## src/Types.sv

```systemverilog
package Types;

    // ******************************************************************
    // Memory geometry.
    // ******************************************************************

    // Words in the data memory.
    localparam int MemWords = 1024;

    // Width of the word address inside each lane.
    localparam int LaneAddrBits = 10;

    // ******************************************************************
    // Data types.
    // ******************************************************************

    // Access size of a memory request.
    typedef enum logic [1:0] {
        DataAccess_Byte = 2'b00,
        DataAccess_Half = 2'b01,
        DataAccess_Word = 2'b10
    } DataAccess;

    typedef logic [31:0] Data;

    // Byte address.
    typedef logic [31:0] Addr;

    // One memory word seen whole, by halves or by bytes.
    typedef union packed {
        Data              word;
        logic [1:0][15:0] half;
        logic [3:0][7:0]  bytes;
    } DataWord;

endpackage
```

## src/DataMemoryBus.sv

```systemverilog
`timescale 1ns/1ps

interface DataMemoryBus
    import Types::*;
();

    Addr       addr;
    DataAccess access;
    logic      wr;
    Data       wrData;
    Data       rdData;

    // Load/store unit side.
    modport master (
        output addr,
        output access,
        output wr,
        output wrData,
        input  rdData
    );

    // Memory side.
    modport slave (
        input  addr,
        input  access,
        input  wr,
        input  wrData,
        output rdData
    );

endinterface

```

## src/LoadStoreUnit.sv

```systemverilog
`timescale 1ns/1ps

module LoadStoreUnit
    import Types::*;
(
    input  logic         clock,
    input  logic         rstN,
    input  logic         req,
    input  logic         write,
    input  DataAccess    access,
    input  logic         isUnsigned,
    input  Addr          addr,
    input  Data          wrData,
    output logic         loadValid,
    output Data          loadData,
    output logic         accessFault,
    DataMemoryBus.master bus
);

    logic      misaligned;
    logic      pendLoad;
    logic      pendFault;
    DataAccess pendAccess;
    logic [1:0] pendOffset;
    logic      pendUnsigned;
    DataWord   rdWord;
    logic      fill;
    Data       extended;

    // ******************************************************************
    // Request side.
    // ******************************************************************

    always_comb begin
        case (access)
            DataAccess_Half: misaligned = addr[0];
            DataAccess_Word: misaligned = |addr[1:0];
            default:         misaligned = 1'b0;
        endcase
    end

    assign bus.addr   = addr;
    assign bus.access = access;
    assign bus.wrData = wrData;

    // Only aligned stores reach the RAM.
    assign bus.wr = req & write & ~misaligned;

    // Stage one: request seen, RAM read under way.
    always_ff @(posedge clock or negedge rstN) begin
        if (!rstN) begin
            pendLoad  <= 1'b0;
            pendFault <= 1'b0;
        end else begin
            pendLoad  <= req & ~write & ~misaligned;
            pendFault <= req & misaligned;
        end
    end

    always_ff @(posedge clock) begin
        if (req && !write) begin
            pendAccess   <= access;
            pendOffset   <= addr[1:0];
            pendUnsigned <= isUnsigned;
        end
    end

    // ******************************************************************
    // Load extraction.
    // ******************************************************************

    assign rdWord = bus.rdData;

    always_comb begin
        fill     = 1'b0;
        extended = rdWord.word;
        case (pendAccess)
            DataAccess_Byte: begin
                fill     = ~pendUnsigned & rdWord.bytes[pendOffset][7];
                extended = {{24{fill}}, rdWord.bytes[pendOffset]};
            end
            DataAccess_Half: begin
                fill     = ~pendUnsigned & rdWord.half[pendOffset[1]][15];
                extended = {{16{fill}}, rdWord.half[pendOffset[1]]};
            end
            default: begin
                extended = rdWord.word;
            end
        endcase
    end

    // Stage two: result strobes.
    always_ff @(posedge clock or negedge rstN) begin
        if (!rstN) begin
            loadValid   <= 1'b0;
            accessFault <= 1'b0;
        end else begin
            loadValid   <= pendLoad;
            accessFault <= pendFault;
        end
    end

    always_ff @(posedge clock) begin
        if (pendLoad) begin
            loadData <= extended;
        end
    end

endmodule

```

## src/flat_wrapper.sv

```systemverilog
// flat-port wrapper written by rule: the top's interface ports become plain ports
module LoadStoreUnit_flat import Types::*;
  (clock, rstN, req, write, access, isUnsigned, addr, wrData, loadValid, loadData, accessFault, bus_addr, bus_access, bus_wr, bus_wrData, bus_rdData);
  DataMemoryBus bus_i ();
  input  logic clock;
  input  logic rstN;
  input  logic req;
  input  logic write;
  input  DataAccess access;
  input  logic isUnsigned;
  input  Addr addr;
  input  Data wrData;
  output logic loadValid;
  output Data loadData;
  output logic accessFault;
  output wire logic [$bits(bus_i.addr)-1:0] bus_addr;
  output wire logic [$bits(bus_i.access)-1:0] bus_access;
  output wire logic [$bits(bus_i.wr)-1:0] bus_wr;
  output wire logic [$bits(bus_i.wrData)-1:0] bus_wrData;
  input wire logic [$bits(bus_i.rdData)-1:0] bus_rdData;
  assign bus_addr = bus_i.addr;
  assign bus_access = bus_i.access;
  assign bus_wr = bus_i.wr;
  assign bus_wrData = bus_i.wrData;
  assign bus_i.rdData = bus_rdData;
  LoadStoreUnit u_core (.clock(clock), .rstN(rstN), .req(req), .write(write), .access(access), .isUnsigned(isUnsigned), .addr(addr), .wrData(wrData), .loadValid(loadValid), .loadData(loadData), .accessFault(accessFault), .bus(bus_i));
endmodule
```

## config.mk

```make
export PLATFORM = sky130hd
export DESIGN_NAME = LoadStoreUnit_flat
export DESIGN_NICKNAME = d
export VERILOG_FILES = /design/src/Types.sv /design/src/DataMemoryBus.sv /design/src/LoadStoreUnit.sv /design/src/flat_wrapper.sv
export SDC_FILE = /design/constraint.sdc
export NUM_CORES = 1
export LEC_CHECK = 0
export BUFFER_PORTS_ARGS = -buffer_cell sky130_fd_sc_hd__buf_2
export CAP_MARGIN = 15
export CELL_PAD_IN_SITES_DETAIL_PLACEMENT = 1
export CELL_PAD_IN_SITES_GLOBAL_PLACEMENT = 2
export CORE_UTILIZATION = 21
export DETAILED_ROUTE_END_ITERATION = 6
export PLACE_DENSITY_LB_ADDON = 0.1
export SLEW_MARGIN = 20
export SYNTH_ARGS = -nofsm -noshare
export SYNTH_HDL_FRONTEND = slang
export SYNTH_SLANG_ARGS = --single-unit
```

## constraint.sdc

```tcl
create_clock -name clock -period 2 [get_ports clock]
set_input_delay 0.2 -clock clock [delete_from_list [all_inputs] [get_ports clock]]
set_output_delay 0.2 -clock clock [all_outputs]
set_load 0.02 [all_outputs]
```

==> flow_summary.ini <==
[layout]
layout-drive-gt1-share = 0.410
instances_no_fill = 394
final_area_um2 = 2750
n_antenna_cell = 0
fin_nets = 355
area_growth_pct = 11.2

[floorplanning]
rows = 39
die_w_um = 111
ioPinCount = 204
dieArea_um2 = 12200
core_um2 = 11500
die_h_um = 111
start_util = 0.216

[pwr]
p_per_area_nw_per_um2 = 820
irDropWorstVdd_mv = 0.310
leakage_nw = 1.15

[synth]
syn_area_um2 = 2470
ys_top_cells_by_area = edfxtp_1 (45%), buf_4 (21%), dfrtp_1 (4.0%)
synth.distinct_cells = 28
syn_inst = 230
synth_fp_nets = 335
synth_top_area_cell = edfxtp_1
yosys.area.top_type_share = 0.449
yosysSeqAreaShare = 0.489
yosys_warnings = 0
ys_ff_latch = 41
avgSynthCellArea_um2 = 10.8

[sta]
setup-violations-final = 0
min_period_over_period = 0.928
drv_slew = 0
relSlewSlack = 0.596
setup_ws_ns = 0.145
rsz0062_at_grt = no
worstMarginPinSlew_ns = 0.605
period_needed_ns = 1.86
finalClockSkew_ns = 0.00261
max_freq_mhz = 539
hold_viol = 0
tns_ns = 0
hold_slack_ns = 0.0932

[detailed_routing]
ant_nets = 0
drt-vias-per-instance = 4.34
drcViolationCount = 0
drt_iter0_markers = 33
vias = 1709
drt_pass1_iterations = 4
routed_wirelength_um = 7060
wl_per_cell_um = 17.9

[placed_design]
gp_congestion = 0.667
dp_hpwl_um = 5030
dpl.cell_count = 385
placement.setup.worst_slack_ns = 0.0489
io_buffers = 79
dpl_cell_area_um2 = 2600

[global_route]
grt_pass1_vias = 1819
grt_most_used_layer = met2
grt.total_usage = 0.115
use_met1 = 0.139
use_met2 = 0.187
antenna_found_initial = 0
grt_max_degree = 34
use_met3 = 0.0324
grt-ovfl-total = 0
grt_first_pass_wirelength_um = 10600

[setup_path]
path_max_fanout = 14
crit_path_end_kind = flop
worstPathArrival_ns = 1.88
path_class = flop to flop
required_ns = 2.02
cp-start-kind = flop

[cts]
h-tree-depth = 2
cts_root_buf = clkbuf_16
clock_sinks = 41
clock_latency_ns = 0.28
cts_tree = yes
clkTransAtPathRegs_ns = 0.06
clk_path_buf_depth = 2
cts-buffers-inserted = 5

[run]
drv_cap = 0

[hold_path]
hold_path_class = primary input to flop

[outcome]
status = finished, final reports clean
==> what timing repair did <==
action | in CTS | in global routing
hold endpoints to repair | 4 | 0
setup endpoints to repair | 0 | 11
gates resized for setup | 0 | 2
hold buffers | 1 | 0
setup buffers | 0 | 0
==> cell usage in the layout, fill, tap and decap left out, drive strengths merged <==
master,n
or3,1
nor2,2
nor3,1
or2,1
a21o,1
a311o,1
dlygate4sd3,1
or3b,1
buf,92
ha,2
nand2b,2
edfxtp,37
o22ai,6
o21ai,3
nand2,23
nor2b,12
inv,3
clkinv,3
a21oi,19
mux2i,8
a221oi,5
dfrtp,4
clkbuf,5
a221o,8
and2,1
a31oi,2
a22o,7
==> path summary, 6_finish.rpt <==
check,from,to,slack [ns],depth (start not counted)
worst min-delay path,isUnsigned,u_core.pendUnsigned,0.09,1
worst min register to register,u_core.pendFault,u_core.accessFault,0.35,0
min in group asynchronous,rstN,u_core.accessFault,0.24,2
max in group asynchronous,rstN,u_core.pendFault,1.64,2
worst max-delay path,u_core.pendOffset[1],u_core.loadData[30],0.14,7
worst max register to register,u_core.pendOffset[1],u_core.loadData[30],0.14,7
==> final cells by class <==
cell class / instances / area, um^2
sequential: 41 / 1210
clock buffer: 5 / 125
fill: 1303 / 8710
tap: 143 / 179
timing repair buffer: 93 / 515
multi-input combinational: 106 / 698
inverter: 3 / 11.3
clock inverter: 3 / 12.5
==> metal layers <==
layer | wire [um] | up-vias
met5 | 0 | -
met4 | 263 | 0
met3 | 412 | 32
met2 | 3250 | 65
met1 | 3130 | 818
li1 | - | 794
==> synthesized netlist by cell type, drive strengths merged <==
cell and instances:
buf 72, edfxtp 37, nand2 23, a21oi 19, nor2b 12, a221o 8, clkbuf 8, mux2i 8
a22o 7, o22ai 6, a221oi 5, dfrtp 4, inv 3, o21ai 3, a31oi 2, ha 2
nand2b 2, nor2 2, a21o 1, a311o 1, and2 1, nor3 1, or2 1, or3 1
or3b 1
==> registers in the layout (all words and copies together), names as in the netlist <==
name,cells
u_core.accessFault,1
u_core.pendFault,1
u_core.pendUnsigned,1
u_core.pendOffset,2
u_core.loadValid,1
u_core.pendLoad,1
u_core.pendAccess,2
u_core.loadData,32
==> through the flow <==
| step | util | power [mW] |
|---|---|---|
| after floorplan | - | 1.48 |
| after global placement | 0.227 | 1.50 |
| after detailed placement | 0.227 | 1.50 |
| after CTS | 0.240 | 2.30 |
| after global routing | 0.240 | 2.36 |
| final | 0.240 | 2.26 |
==> cell families (layout without fill, tap and decap cells) <==
logic type / count (synthesis) / after routing / share of synthesized area
AOI/OAI and AO/OA: 52 / 52 / 0.149
adders and majority gates: 2 / 2 / 0.0101
buffers and inverters: 83 / 104 / 0.231
DFF: 41 / 41 / 0.489
muxes: 8 / 8 / 0.0324
and+or+nand+nor: 44 / 44 / 0.0885
==> power by group <==
part	switching, mW	internal [mW]	leakage (nW)
Combinational	0.261	0.171	0.687
Clock	0.336	0.452	0.0687
Sequential	0.0200	1.02	0.395
==> critical path, stage by stage, from the launching register on <==
cell      delay (ns)
edfxtp_1        0.38
buf_4           0.19
mux2i_1         0.24
o22ai_2         0.13
buf_4           0.15
nor3_2          0.26
buf_12          0.20
a21oi_1         0.05
(Power assumes the default switching activity.)
